$ cat config.mk
export PLATFORM = sky130hd
export DESIGN_NAME = game_link
export DESIGN_NICKNAME = d
export VERILOG_FILES = /design/src/design/link_pkg.sv /design/src/design/game_link.sv /design/src/design/player_table.sv /design/src/design/serial_rx.sv /design/src/design/serial_tx.sv /design/src/design/tx_scheduler.sv
export VERILOG_INCLUDE_DIRS = /design/src /design/src/design
export SDC_FILE = /design/constraint.sdc
export NUM_CORES = 1
export LEC_CHECK = 0
export BUFFER_PORTS_ARGS = -buffer_cell sky130_fd_sc_hd__buf_2
export CAP_MARGIN = 10
export CORE_MARGIN = 8
export CORE_UTILIZATION = 57
export DETAILED_ROUTE_END_ITERATION = 16
export PLACE_DENSITY = 0.83
export SYNTH_ARGS = -nofsm -noshare
export SYNTH_HDL_FRONTEND = slang
export SYNTH_SLANG_ARGS = --single-unit
$ cat constraint.sdc
create_clock -name clk -period 3.8 [get_ports clk]
set_input_delay 1.14 -clock clk [delete_from_list [all_inputs] [get_ports clk]]
set_output_delay 1.14 -clock clk [all_outputs]
set_load 0.05 [all_outputs]
$ cat src/design/link_defs.svh
`ifndef LINK_DEFS_SVH
`define LINK_DEFS_SVH

// clock cycles per serial bit on the one-wire link
`define LINK_CLKS_PER_BIT 8

// packets that may be in flight before an ACK is needed
`define LINK_CREDITS 2

// packet type codes in the low bits of a link word
`define LINK_PTYPE_PLAYER 3'b000
`define LINK_PTYPE_ACK    3'b111

`endif

$ cat src/design/link_pkg.sv
package link_pkg;

    // field widths of the link word
    typedef logic [1:0]  player_id_t;
    typedef logic [1:0]  dir_t;
    typedef logic [8:0]  coord_t;
    typedef logic [3:0]  pstate_t;
    typedef logic [2:0]  gstate_t;
    typedef logic [2:0]  ptype_t;
    typedef logic [31:0] word_t;

    // one player's record, 24 bits
    typedef struct packed {
        dir_t    dir;
        coord_t  x;
        coord_t  y;
        pstate_t state;
    } player_info_t;

    // link word, sender id in the top bits and type in the bottom bits
    typedef struct packed {
        player_id_t   sender;
        player_info_t info;
        gstate_t      game;
        ptype_t       ptype;
    } link_packet_t;

    typedef enum logic [1:0] {
        RX_IDLE,
        RX_START,
        RX_DATA,
        RX_STOP
    } rx_phase_t;

    typedef enum logic [1:0] {
        TX_IDLE,
        TX_START,
        TX_DATA,
        TX_STOP
    } tx_phase_t;

    // shown on the board as the network status
    typedef enum logic [1:0] {
        SCHED_IDLE,
        SCHED_SEND,
        SCHED_HOLD
    } sched_state_t;

endpackage

$ cat src/design/game_link.sv
`timescale 1ns/1ps

module game_link (
    input  logic                        clk,
    input  logic                        rst,
    input  link_pkg::player_id_t        player_id,
    input  link_pkg::player_info_t      local_info,
    input  link_pkg::gstate_t           local_game_state,
    input  logic                        line_in,
    output logic                        line_out,
    output link_pkg::player_info_t [3:0] players,
    output link_pkg::gstate_t           game_state,
    output link_pkg::sched_state_t      link_status
);
    import link_pkg::*;

    // receive side
    word_t rx_word;
    logic  rx_valid;
    logic  credit_return;

    // transmit side
    word_t tx_word;
    logic  tx_trigger;
    logic  tx_ready;

    serial_rx u_serial_rx (
        .clk      (clk),
        .rst      (rst),
        .line_in  (line_in),
        .rx_word  (rx_word),
        .rx_valid (rx_valid)
    );

    player_table u_player_table (
        .clk              (clk),
        .rst              (rst),
        .player_id        (player_id),
        .local_info       (local_info),
        .local_game_state (local_game_state),
        .rx_word          (rx_word),
        .rx_valid         (rx_valid),
        .players          (players),
        .game_state       (game_state),
        .credit_return    (credit_return)
    );

    // ACKs decoded on receive feed credits back to the sender
    tx_scheduler u_tx_scheduler (
        .clk              (clk),
        .rst              (rst),
        .player_id        (player_id),
        .local_info       (local_info),
        .local_game_state (local_game_state),
        .credit_return    (credit_return),
        .tx_ready         (tx_ready),
        .tx_word          (tx_word),
        .tx_trigger       (tx_trigger),
        .link_status      (link_status)
    );

    serial_tx u_serial_tx (
        .clk        (clk),
        .rst        (rst),
        .tx_word    (tx_word),
        .tx_trigger (tx_trigger),
        .line_out   (line_out),
        .tx_ready   (tx_ready)
    );

endmodule

$ cat src/design/player_table.sv
`timescale 1ns/1ps
`include "link_defs.svh"

module player_table (
    input  logic                        clk,
    input  logic                        rst,
    input  link_pkg::player_id_t        player_id,
    input  link_pkg::player_info_t      local_info,
    input  link_pkg::gstate_t           local_game_state,
    input  link_pkg::word_t             rx_word,
    input  logic                        rx_valid,
    output link_pkg::player_info_t [3:0] players,
    output link_pkg::gstate_t           game_state,
    output logic                        credit_return
);
    import link_pkg::*;

    link_packet_t pkt;
    logic         is_player;
    logic         is_ack;
    logic         is_remote;

    assign pkt       = link_packet_t'(rx_word);
    assign is_player = rx_valid && (pkt.ptype == `LINK_PTYPE_PLAYER);
    assign is_ack    = rx_valid && (pkt.ptype == `LINK_PTYPE_ACK);
    // the hub echoes our own record back too, that one is not trusted
    assign is_remote = is_player && (pkt.sender != player_id);

    always_ff @(posedge clk) begin
        if (rst) begin
            players <= '0;
        end else begin
            if (is_remote) begin
                players[pkt.sender] <= pkt.info;
            end
            // local slot always wins over anything received
            players[player_id] <= local_info;
        end
    end

    // player zero runs the game, everyone else follows its packets
    always_ff @(posedge clk) begin
        if (rst) begin
            game_state <= '0;
        end else if (player_id == '0) begin
            game_state <= local_game_state;
        end else if (is_remote && pkt.sender == '0) begin
            game_state <= pkt.game;
        end
    end

    always_ff @(posedge clk) begin
        if (rst) begin
            credit_return <= 1'b0;
        end else begin
            credit_return <= is_ack;
        end
    end

    a_local_slot: assert property (
        @(posedge clk) disable iff (rst)
        !$past(rst) |-> players[$past(player_id)] == $past(local_info)
    );

endmodule

$ cat src/design/serial_rx.sv
`timescale 1ns/1ps
`include "link_defs.svh"

module serial_rx (
    input  logic            clk,
    input  logic            rst,
    input  logic            line_in,
    output link_pkg::word_t rx_word,
    output logic            rx_valid
);
    import link_pkg::*;

    localparam int CLKS  = `LINK_CLKS_PER_BIT;
    localparam int HALF  = CLKS / 2;
    localparam int CNT_W = $clog2(CLKS);

    logic             sync_q1;
    logic             sync_q2;
    logic             line_prev;
    logic [CNT_W-1:0] cnt;
    logic [4:0]       bit_idx;
    rx_phase_t        phase;
    word_t            shift_q;

    // two flops against metastability, a third one for edge detection
    always_ff @(posedge clk) begin
        if (rst) begin
            sync_q1   <= 1'b1;
            sync_q2   <= 1'b1;
            line_prev <= 1'b1;
        end else begin
            sync_q1   <= line_in;
            sync_q2   <= sync_q1;
            line_prev <= sync_q2;
        end
    end

    always_ff @(posedge clk) begin
        if (rst) begin
            phase    <= RX_IDLE;
            cnt      <= '0;
            bit_idx  <= '0;
            rx_valid <= 1'b0;
        end else begin
            rx_valid <= 1'b0;
            case (phase)
                RX_IDLE: begin
                    // only a falling edge starts a frame, so a stuck-low line is not read
                    if (line_prev && !sync_q2) begin
                        phase <= RX_START;
                        cnt   <= '0;
                    end
                end
                RX_START: begin
                    cnt <= cnt + 1'b1;
                    if (cnt == CNT_W'(HALF - 1)) begin
                        cnt     <= '0;
                        bit_idx <= '0;
                        // glitch check at the middle of the start bit
                        phase   <= sync_q2 ? RX_IDLE : RX_DATA;
                    end
                end
                RX_DATA: begin
                    cnt <= cnt + 1'b1;
                    if (cnt == CNT_W'(CLKS - 1)) begin
                        cnt     <= '0;
                        bit_idx <= bit_idx + 1'b1;
                        if (bit_idx == 5'd31) begin
                            phase <= RX_STOP;
                        end
                    end
                end
                RX_STOP: begin
                    cnt <= cnt + 1'b1;
                    if (cnt == CNT_W'(CLKS - 1)) begin
                        cnt      <= '0;
                        rx_valid <= sync_q2;
                        phase    <= RX_IDLE;
                    end
                end
                default: phase <= RX_IDLE;
            endcase
        end
    end

    // data arrives LSB first, shift in from the top
    always_ff @(posedge clk) begin
        if (phase == RX_DATA && cnt == CNT_W'(CLKS - 1)) begin
            shift_q <= {sync_q2, shift_q[31:1]};
        end
    end

    assign rx_word = shift_q;

endmodule

$ cat src/design/serial_tx.sv
`timescale 1ns/1ps
`include "link_defs.svh"

module serial_tx (
    input  logic            clk,
    input  logic            rst,
    input  link_pkg::word_t tx_word,
    input  logic            tx_trigger,
    output logic            line_out,
    output logic            tx_ready
);
    import link_pkg::*;

    localparam int CLKS  = `LINK_CLKS_PER_BIT;
    localparam int CNT_W = $clog2(CLKS);

    logic [CNT_W-1:0] cnt;
    logic [4:0]       bit_idx;
    tx_phase_t        phase;
    word_t            shift_q;

    always_ff @(posedge clk) begin
        if (rst) begin
            phase    <= TX_IDLE;
            cnt      <= '0;
            bit_idx  <= '0;
            line_out <= 1'b1;
        end else begin
            case (phase)
                TX_IDLE: begin
                    if (tx_trigger) begin
                        phase    <= TX_START;
                        cnt      <= '0;
                        line_out <= 1'b0;
                    end
                end
                TX_START: begin
                    cnt <= cnt + 1'b1;
                    if (cnt == CNT_W'(CLKS - 1)) begin
                        cnt      <= '0;
                        bit_idx  <= '0;
                        line_out <= shift_q[0];
                        phase    <= TX_DATA;
                    end
                end
                TX_DATA: begin
                    cnt <= cnt + 1'b1;
                    if (cnt == CNT_W'(CLKS - 1)) begin
                        cnt     <= '0;
                        bit_idx <= bit_idx + 1'b1;
                        if (bit_idx == 5'd31) begin
                            line_out <= 1'b1;
                            phase    <= TX_STOP;
                        end else begin
                            line_out <= shift_q[0];
                        end
                    end
                end
                TX_STOP: begin
                    cnt <= cnt + 1'b1;
                    if (cnt == CNT_W'(CLKS - 1)) begin
                        cnt   <= '0;
                        phase <= TX_IDLE;
                    end
                end
                default: phase <= TX_IDLE;
            endcase
        end
    end

    // word is latched on the trigger, then drops one bit per bit period
    always_ff @(posedge clk) begin
        if (phase == TX_IDLE && tx_trigger) begin
            shift_q <= tx_word;
        end else if (phase != TX_IDLE && phase != TX_STOP && cnt == CNT_W'(CLKS - 1)) begin
            shift_q <= {1'b0, shift_q[31:1]};
        end
    end

    assign tx_ready = (phase == TX_IDLE);

    // the scheduler must wait for ready, a trigger mid-frame would be lost
    a_no_trigger_busy: assert property (
        @(posedge clk) disable iff (rst) tx_trigger |-> tx_ready
    );

endmodule

$ cat src/design/tx_scheduler.sv
`timescale 1ns/1ps
`include "link_defs.svh"

module tx_scheduler (
    input  logic                   clk,
    input  logic                   rst,
    input  link_pkg::player_id_t   player_id,
    input  link_pkg::player_info_t local_info,
    input  link_pkg::gstate_t      local_game_state,
    input  logic                   credit_return,
    input  logic                   tx_ready,
    output link_pkg::word_t        tx_word,
    output logic                   tx_trigger,
    output link_pkg::sched_state_t link_status
);
    import link_pkg::*;

    localparam int CRED_W = $clog2(`LINK_CREDITS + 1);
    localparam logic [CRED_W-1:0] CRED_MAX = CRED_W'(`LINK_CREDITS);

    link_packet_t      cur_pkt;
    link_packet_t      last_sent;
    logic [CRED_W-1:0] credits;
    logic              has_credit;
    logic              changed;
    sched_state_t      state;
    sched_state_t      state_next;

    // encoded local record, refreshed every cycle
    always_ff @(posedge clk) begin
        cur_pkt.sender <= player_id;
        cur_pkt.info   <= local_info;
        cur_pkt.game   <= (player_id == '0) ? local_game_state : '0;
        cur_pkt.ptype  <= `LINK_PTYPE_PLAYER;
    end

    assign has_credit = (credits != '0);
    assign changed    = (cur_pkt != last_sent);
    // always the newest record goes out, older changes just merge into it
    assign tx_trigger = changed && has_credit && tx_ready;
    assign tx_word    = word_t'(cur_pkt);

    always_ff @(posedge clk) begin
        if (rst) begin
            last_sent <= '0;
        end else if (tx_trigger) begin
            last_sent <= cur_pkt;
        end
    end

    // spend on send, refill on ACK, both at once leaves the count alone
    always_ff @(posedge clk) begin
        if (rst) begin
            credits <= CRED_MAX;
        end else begin
            case ({tx_trigger, credit_return})
                2'b10: credits <= credits - 1'b1;
                2'b01: begin
                    if (credits != CRED_MAX) begin
                        credits <= credits + 1'b1;
                    end
                end
                default: credits <= credits;
            endcase
        end
    end

    always_comb begin
        state_next = state;
        case (state)
            SCHED_IDLE: begin
                if (changed) begin
                    state_next = has_credit ? SCHED_SEND : SCHED_HOLD;
                end
            end
            SCHED_SEND: begin
                if (changed && !has_credit) begin
                    state_next = SCHED_HOLD;
                end else if (!changed && tx_ready) begin
                    state_next = SCHED_IDLE;
                end
            end
            SCHED_HOLD: begin
                // record went back to what was last sent
                if (has_credit) begin
                    state_next = SCHED_SEND;
                end else if (!changed) begin
                    state_next = SCHED_IDLE;
                end
            end
            default: state_next = SCHED_IDLE;
        endcase
    end

    always_ff @(posedge clk) begin
        if (rst) begin
            state <= SCHED_IDLE;
        end else begin
            state <= state_next;
        end
    end

    assign link_status = state;

    a_credit_bounds: assert property (
        @(posedge clk) disable iff (rst)
        (credits <= CRED_MAX) && !(tx_trigger && credits == '0)
    );

endmodule

==> results of run 1 <==
==> area by class of cell <==
| class | count | area (sq um) |
|---|---|---|
| clock buffer | 29 | 651 |
| clock inverter | 17 | 176 |
| fill | 1309 | 5870 |
| inverter | 10 | 37.5 |
| multi-input combinational | 669 | 4360 |
| sequential | 251 | 5640 |
| tap | 229 | 287 |
| timing repair buffer | 151 | 828 |
==> metal layers <==
layer,global-route usage [%],up-vias,wire length [microns]
met1,30.5,4043,10900
met3,4.57,77,2590
li1,-,3830,-
met4,7.85,0,675
met5,0,-,0
met2,41.1,468,13500
==> through the flow <==
stage               cell area (sq um)  instances  util, %  hold slack, ns
floorplan                       10300       1003        -           0.389
global placement                11100       1310     62.5           0.395
detailed placement              11100       1310     62.5           0.412
CTS                             12000       1356     67.1           0.437
global route                    12000       1356     67.1           0.456
finish                          12000       1356     67.1           0.444
==> how the worst min path moves through the flow <==
stage / start / endpoint
floorplan: u_serial_rx.sync_q1 / u_serial_rx.sync_q2
global placement: u_serial_rx.sync_q1 / u_serial_rx.sync_q2
detailed placement: u_serial_rx.sync_q1 / u_serial_rx.sync_q2
CTS: u_serial_rx.sync_q1 / u_serial_rx.sync_q2
global route: u_serial_rx.sync_q1 / u_serial_rx.sync_q2
finish: u_serial_rx.sync_q1 / u_serial_rx.sync_q2
==> worst register-to-register path: cells and delay by family, from the launching register on <==
family	cells	cell delay [ns]
AOI/OAI and AO/OA	2	0.60
buffers and inverters	2	0.45
DFF	1	0.34
adders and majority gates	1	0.56
muxes	1	0.42
==> where the power goes <==
| part | switching (mW) | leakage, nW | internal (mW) |
|---|---|---|---|
| Combinational | 1.04 | 2.14 | 0.621 |
| Sequential | 0.204 | 2.13 | 3.18 |
| Clock | 1.05 | 0.409 | 1.44 |
| Total | 2.30 | 4.68 | 5.24 |
==> sequential cells by signal, indices dropped and copies added, names as in the netlist, 2 cells and up, named ones only <==
signal,cells
u_serial_tx.shift_q,32
u_serial_rx.bit_idx,5
u_tx_scheduler.credits,2
u_player_table.game_state,3
u_serial_tx.bit_idx,5
u_serial_rx.cnt,3
u_player_table.players,96
u_tx_scheduler.last_sent,29
u_serial_tx.cnt,3
u_tx_scheduler.link_status,2
u_serial_tx.phase,2
u_serial_rx.rx_word,32
u_tx_scheduler.tx_word,29
==> kinds of logic (layout without fill, tap and decap cells) <==
family / count (synthesis) / count (layout) / synth area share (%)
adder cells (fa/ha/maj): 14 / 14 / 1.71
AND/OR/NAND/NOR: 311 / 311 / 16.0
multiplexers: 60 / 60 / 6.19
flip-flops: 251 / 251 / 54.9
AO/OA/AOI/OAI: 254 / 254 / 15.6
XOR/XNOR: 30 / 30 / 2.56
buffers and inverters: 83 / 207 / 3.18
==> synthesized netlist by cell type, types with 3 or more instances <==
cell      count
edfxtp_1     61
clkbuf_1     60
a21oi_1     122
nand3_1       8
nand4_1      15
xnor2_1      29
nand2_1     120
and2_1        5
a211oi_1      6
o21ai_0       7
buf_2        12
or2_2         6
dfxtp_1     190
mux2_2       28
nand4b_1      3
nor3_1        4
nor4_1        5
and3_1       33
or4_1         3
ha_1         14
a22oi_1      97
nand2b_1     60
inv_1        10
mux2i_1      32
nor2_1       30
nor2b_1       6
o31ai_1       4
==> summary.txt, run 1 <==
Run status
  – Status: finished, final reports clean

Critical path
  – WP depth: 6
  – Worst r2r src: u_serial_tx.phase[0]
  – CP startpoint: player_id[1]
  – Req. time, crit path: 4.25 ns
  – Reg2Reg Setup Slack: 1.17 ns
  – Setup crit start kind: primary input
  – Crit path largest cell delay: 0.83 ns
  – CP endpoint: u_player_table.players[89]
  – Critical path's slowest cell: nor2_2
  – CP delay by family, top: simple AND/OR/NAND/NOR gates
  – Reg-to-reg critical path endpoint: u_serial_tx.shift_q[27]
  – Crit path cell chain: buf_2 -> and2_1 -> buf_4 -> nor2_2 -> nand2_1 -> a21oi_1
  – Worst R2R Path Depth: 6
  – Critical path data arrival time: 3.11 ns
  – CP Buf/Inv Count: 2
  – Critical path type: primary input to flip-flop
  – CP max FO: 24
  – CP Capture Type: flip-flop

Finish
  – Most common cell after layout, fill and taps aside: dfxtp_1
  – Diode count: 0
  – Synth-to-layout area growth: 16.5%
  – Commonest non-fill, non-tap cells in the layout: 190 x dfxtp_1, 132 x buf_2, 121 x a21oi_1
  – Layout Nets: 1154
  – Layout cell share with drive strength beyond 1: 21.3%

Clock tree
  – Clock Sinks: 251
  – Post-CTS sizing: 0
  – CTS root buffer: clkbuf_16
  – Worst-skew pair later-pin latency: 0.53 ns
  – Max clock buf depth: 3
  – Clk slew on worst S/H paths: 0.06 ns
  – CTS tree: done
  – CTS buffer count: 25
  – Setup bufs post-CTS: 0
  – # hold bufs at CTS: 0
  – Htree depth: 1

Synthesis
  – Cells after Synth: 1003
  – Post-synth top area share: 37.0%
  – Leading register cell type out of synthesis: dfxtp_1
  – Yosys warns: 0
  – Post-Synthesis Net Count: 1049
  – Asr flop ratio synth: 0%
  – Post-synth EDFFs: 61
  – Mapped Area: 10300 sq um
  – Post-synth top area cell: dfxtp_1
  – Synth Register Bits: 251
  – Syn Area/Cell: 10.2 sq um
  – Post-synthesis sequential area ratio: 54.9%
  – Top post-synthesis cells by area: dfxtp_1 37%, edfxtp_1 18%, a22oi_1 7.1%
  – Post-synthesis cell type count: 52

STA
  – Fin worst setup slack: 1.14 ns
  – Max_slew headroom: 23.5%
  – Final min period: 2.66 ns
  – RSZ-0062 raised after global routing: false
  – Maximum clock skew at final layout: 0.0105 ns
  – Crit share post-route: 70.0%
  – Setup TNS Final: 0 ns
  – F_max: 376 MHz
  – Final hold violations: 0
  – Slew Limit Fails: 0
  – Final setup viols: 0
  – Worst Tran Pin Value: 1.15 ns

Detailed routing
  – DR iter-0 viols: 867
  – Number of remaining DRC errors: 0
  – Routed wire length: 27700 microns
  – ANT nets after route: 0
  – Via density: 6.21
  – Vias: 8418
  – Drt pass-1 iters: 6
  – Drt wl/cell: 20.4 microns

GRT
  – Antenna violations before repair: 0
  – GRT Overall Usage: 24.2%
  – Remaining Overflow, GRT: 0
  – First-pass GRT wire length: 43900 microns
  – Vias in the first global route: 8236
  – Largest net degree at the start of global routing: 86

Die
  – Rows: 49
  – Initial core utilization: 57.6%
  – Die width: 150 microns
  – DIE AREA: 22600 sq um
  – Die Y: 150 microns
  – Core area: 17800 sq um
  – I/O pin count: 134

Pwr
  – Tot Pwr: 7.54 mW
  – Peak supply drop: 588 uV
  – Pwr Density: 629 nW/um^2
  – Leak Pwr: 4.68 nW

Place
  – Placer Congestion: 0.852
  – Port bufs: 133
  – Post-DP HPWL: 17900 microns
  – Post-Place Worst Slack: 0.731 ns

Run
  – Max-Cap Viols: 0

Worst hold path
  – WHS Path Cells: 1
  – Tightest Hold Check Type: flip-flop to flip-flop
Power figures use the tool's default switching activity.
==> run 2, diff against run 1 <==
ABC_AREA = 1   (was not set)
CORE_UTILIZATION = 52   (was 57)
PLACE_DENSITY = 0.8   (was 0.83)
clock period = 2.37 ns   (was 3.8 ns; I/O delays follow)
==> run 2 against run 1 <==
Net effect:
- die area rose by 5.4%
- setup slack got worse by 0.90 ns
- clock skew rose by 0.0055 ns
- critical path type is now flip-flop to flip-flop
- largest power group unchanged
==> summary.txt, run 2 <==
Run status
  – Status: finished, final reports clean (unchanged)

Synthesis
  – Post-synth top area cell: dfxtp_1 (unchanged)
  – Post-synthesis cell type count: 35 (was 52)
  – Post-synth top area share: 38.3% (was 37.0%)
  – Post-Synthesis Net Count: 1215 (was 1049)
  – Asr flop ratio synth: 0% (unchanged)
  – Post-synth EDFFs: 61 (unchanged)
  – Simple-gate share of the synthesized area: 22.4% (was 16.0%)
  – Top post-synthesis cells by area: dfxtp_1 38%, edfxtp_1 18%, nand2_1 16% (was dfxtp_1 37%, edfxtp_1 18%, a22oi_1 7.1%)
  – Post-synthesis sequential area ratio: 56.7% (was 54.9%)
  – Commonest cells post-synth: 432 x nand2_1, 190 x dfxtp_1, 96 x a31oi_1 (was 190 x dfxtp_1, 122 x a21oi_1, 120 x nand2_1)
  – Post-synthesis compound-gate area fraction: 11.5% (was 15.6%)
  – Post-synthesis mux area share: 0.340% (was 6.19%)
  – Leading register cell type out of synthesis: dfxtp_1 (unchanged)
  – Count leader, synth: nand2_1 (was dfxtp_1)
  – Mapped Area: 9940 sq um (was 10300 sq um)
  – Post-synthesis xor/xnor area fraction: 1.59% (was 2.56%)
  – Main combinational cell family by area after synthesis: simple AND/OR/NAND/NOR gates (unchanged)
  – Yosys warns: 0 (unchanged)
  – Syn Area/Cell: 8.50 sq um (was 10.2 sq um)
  – Adder-cell share of the synthesized area: 1.76% (was 1.71%)
  – Synth Register Bits: 251 (unchanged)
  – Cells after Synth: 1169 (was 1003)

Critical path
  – Reg2Reg Setup Slack: 0.25 ns (was 1.17 ns)
  – Worst r2r src: u_serial_rx.rx_word[1] (was u_serial_tx.phase[0])
  – Critical path type: flip-flop to flip-flop (was primary input to flip-flop)
  – CP Capture Type: flip-flop (unchanged)
  – Setup crit start kind: flip-flop (was primary input)
  – Critical path data arrival time: 2.57 ns (was 3.11 ns)
  – CP max FO: 6 (was 24)
  – Req. time, crit path: 2.82 ns (was 4.25 ns)
  – Reg-to-reg critical path endpoint: u_player_table.game_state[0] (was u_serial_tx.shift_q[27])
  – Worst R2R Path Depth: 9 (was 6)

Die
  – I/O pin count: 134 (unchanged)
  – DIE AREA: 23800 sq um (was 22600 sq um)
  – Initial core utilization: 53.1% (was 57.6%)
  – Die Y: 154 microns (was 150 microns)
  – Core area: 18700 sq um (was 17800 sq um)
  – Die width: 154 microns (was 150 microns)
  – Rows: 50 (was 49)

Finish
  – Most common cell after layout, fill and taps aside: nand2_1 (was dfxtp_1)
  – Layout cell share with drive strength beyond 1: 17.3% (was 21.3%)
  – Synth-to-layout area growth: 18.4% (was 16.5%)
  – Top reg by flops: u_player_table.players (unchanged)
  – Commonest non-fill, non-tap cells in the layout: 432 x nand2_1, 190 x dfxtp_1, 132 x buf_2 (was 190 x dfxtp_1, 132 x buf_2, 121 x a21oi_1)
  – Non-filler instance count after layout: 1549 (was 1356)
  – Max reg flops: 96 (unchanged)
  – Layout Nets: 1341 (was 1154)
  – Diode count: 0 (unchanged)

GRT
  – First-pass GRT wire length: 43400 microns (was 43900 microns)
  – Remaining Overflow, GRT: 0 (unchanged)
  – Vias in the first global route: 8427 (was 8236)
  – GRT Overall Usage: 22.2% (was 24.2%)
  – Largest net degree at the start of global routing: 63 (was 86)
  – Antenna violations before repair: 0 (unchanged)

Detailed routing
  – Drt wl/cell: 17.6 microns (was 20.4 microns)
  – Vias: 8728 (was 8418)
  – DR iter-0 viols: 681 (was 867)
  – Via density: 5.63 (was 6.21)
  – ANT nets after route: 0 (unchanged)
  – Routed wire length: 27300 microns (was 27700 microns)
  – Drt pass-1 iters: 6 (unchanged)
  – Number of remaining DRC errors: 0 (unchanged)

Clock tree
  – Post-CTS sizing: 0 (unchanged)
  – Clock Sinks: 251 (unchanged)
  – # hold bufs at CTS: 0 (unchanged)
  – Worst-skew pair later-pin latency: 0.53 ns (about the same)
  – CTS buffer count: 27 (was 25)
  – CTS tree: done (unchanged)
  – Setup bufs post-CTS: 0 (unchanged)
  – CTS root buffer: clkbuf_16 (unchanged)
  – Htree depth: 1 (unchanged)
  – Clk slew on worst S/H paths: 0.06 ns (about the same)
  – Max clock buf depth: 3 (unchanged)

Worst hold path
  – Tightest Hold Check Type: primary input to flip-flop (was flip-flop to flip-flop)
  – Hold Path End: u_tx_scheduler.tx_word[28] (was u_serial_rx.sync_q2)
  – WHS Path Cells: 1 (unchanged)
  – Hold Startpoint: local_info[22] (was u_serial_rx.sync_q1)

STA
  – Slew Limit Fails: 0 (unchanged)
  – F_max: 471 MHz
  – Crit share post-route: 89.6%
  – Final min period: 2.12 ns
  – Final setup viols: 0 (unchanged)
  – RSZ-0062 raised after global routing: false (unchanged)
  – Setup TNS Final: 0 ns (unchanged)
  – Maximum clock skew at final layout: 0.0160 ns (was 0.0105 ns)
  – Worst Tran Pin Value: 0.666 ns (was 1.15 ns)
  – Final hold violations: 0 (unchanged)
  – Max_slew headroom: 55.6% (was 23.5%)

Pwr
  – Peak supply drop: 662 uV (was 588 uV)
  – Pwr Density: 1050 nW/um^2 (was 629 nW/um^2)
  – Leak Pwr: 4.82 nW (was 4.68 nW)

Place
  – Port bufs: 133 (unchanged)
  – Placer Congestion: 0.826 (was 0.852)
  – Post-DP HPWL: 18300 microns (was 17900 microns)
  – Placed Cells incl. Taps: 1500 (was 1310)

Run
  – Max-Cap Viols: 0 (unchanged)
run 2: cell types whose count changed in the layout (fill, tap and decap cells not counted), moves of 32 or more:
| cell | change |
|---|---|
| a21oi_1 | -69 |
| a22oi_1 | -95 |
| a31oi_1 | +96 |
| and3_1 | -33 |
| inv_1 | +60 |
| mux2i_1 | -32 |
| nand2_1 | +312 |
| nand2b_1 | -60 |
| nand3_1 | +39 |
run 2: worst max path at each step:
stage	start	cells past startpoint	to
after floorplan	u_tx_scheduler.last_sent[11]	12	u_serial_tx.shift_q[10]
after global placement	u_serial_tx.phase[0]	8	u_serial_tx.bit_idx[2]
after detailed placement	u_serial_tx.phase[0]	8	u_serial_tx.bit_idx[2]
after CTS	u_serial_tx.phase[0]	8	u_serial_tx.bit_idx[3]
after global routing	u_serial_tx.phase[0]	8	u_serial_tx.bit_idx[1]
final	u_serial_rx.rx_word[1]	9	u_player_table.game_state[0]
run 2: final cells by class:
cell class,count,area [sq um]
Sequential cell,251,5640
Inverter,76,285
Fill cell,1458,6940
Multi-Input combinational cell,784,3750
Timing Repair Buffer,155,908
Clock inverter,16,154
Clock buffer,33,741
Tap cell,234,293
run 2: per-stage QoR:
step	cell area (sq um)	hold WS [ns]	power (mW)	util, %	setup WS (ns)
global placement	10900	0.392	8.11	58.1	0.291
detailed placement	10900	0.414	8.21	58.1	0.229
global route	11800	0.352	12.9	62.9	0.0947
finish	11800	0.354	12.3	62.9	0.247
floorplan	9950	0.389	7.47	-	0.208
CTS	11800	0.338	12.4	62.9	0.213
run 2: metal layers:
| metal | global-route usage (%) | vias up | share of wire (%) | wire length [microns] |
|---|---|---|---|---|
| met5 | 0 | - | 0 | 0 |
| met4 | 9.52 | 0 | 3.9 | 1050 |
| met3 | 3.82 | 74 | 8.5 | 2330 |
| met2 | 37.0 | 436 | 48 | 13000 |
| met1 | 28.1 | 4083 | 40 | 10900 |
| li1 | - | 4135 | - | - |
run 2: kinds of logic after synthesis:
kind of cell | count (synthesis)
buffers and inverters | 134
adders and majority gates | 14
and+or+nand+nor | 551
xor gates and xnor gates | 18
DFF | 251
muxes | 3
AOI/OAI and AO/OA | 198
run 2: where the power goes:
| part | switching [mW] | leakage [nW] | internal, mW |
|---|---|---|---|
| Clock | 1.72 | 0.446 | 2.46 |
| Sequential | 0.330 | 2.14 | 5.12 |
| Combinational | 1.91 | 2.23 | 0.779 |
run 2: critical path: stages, from the launching register on:
cell and delay (ns):
edfxtp_1 0.41, nor4_1 0.52, nand2_2 0.20, inv_2 0.10, nand3_1 0.08, inv_2 0.14, nor2_4 0.08, inv_1 0.18
o21ai_0 0.13, a21oi_1 0.20
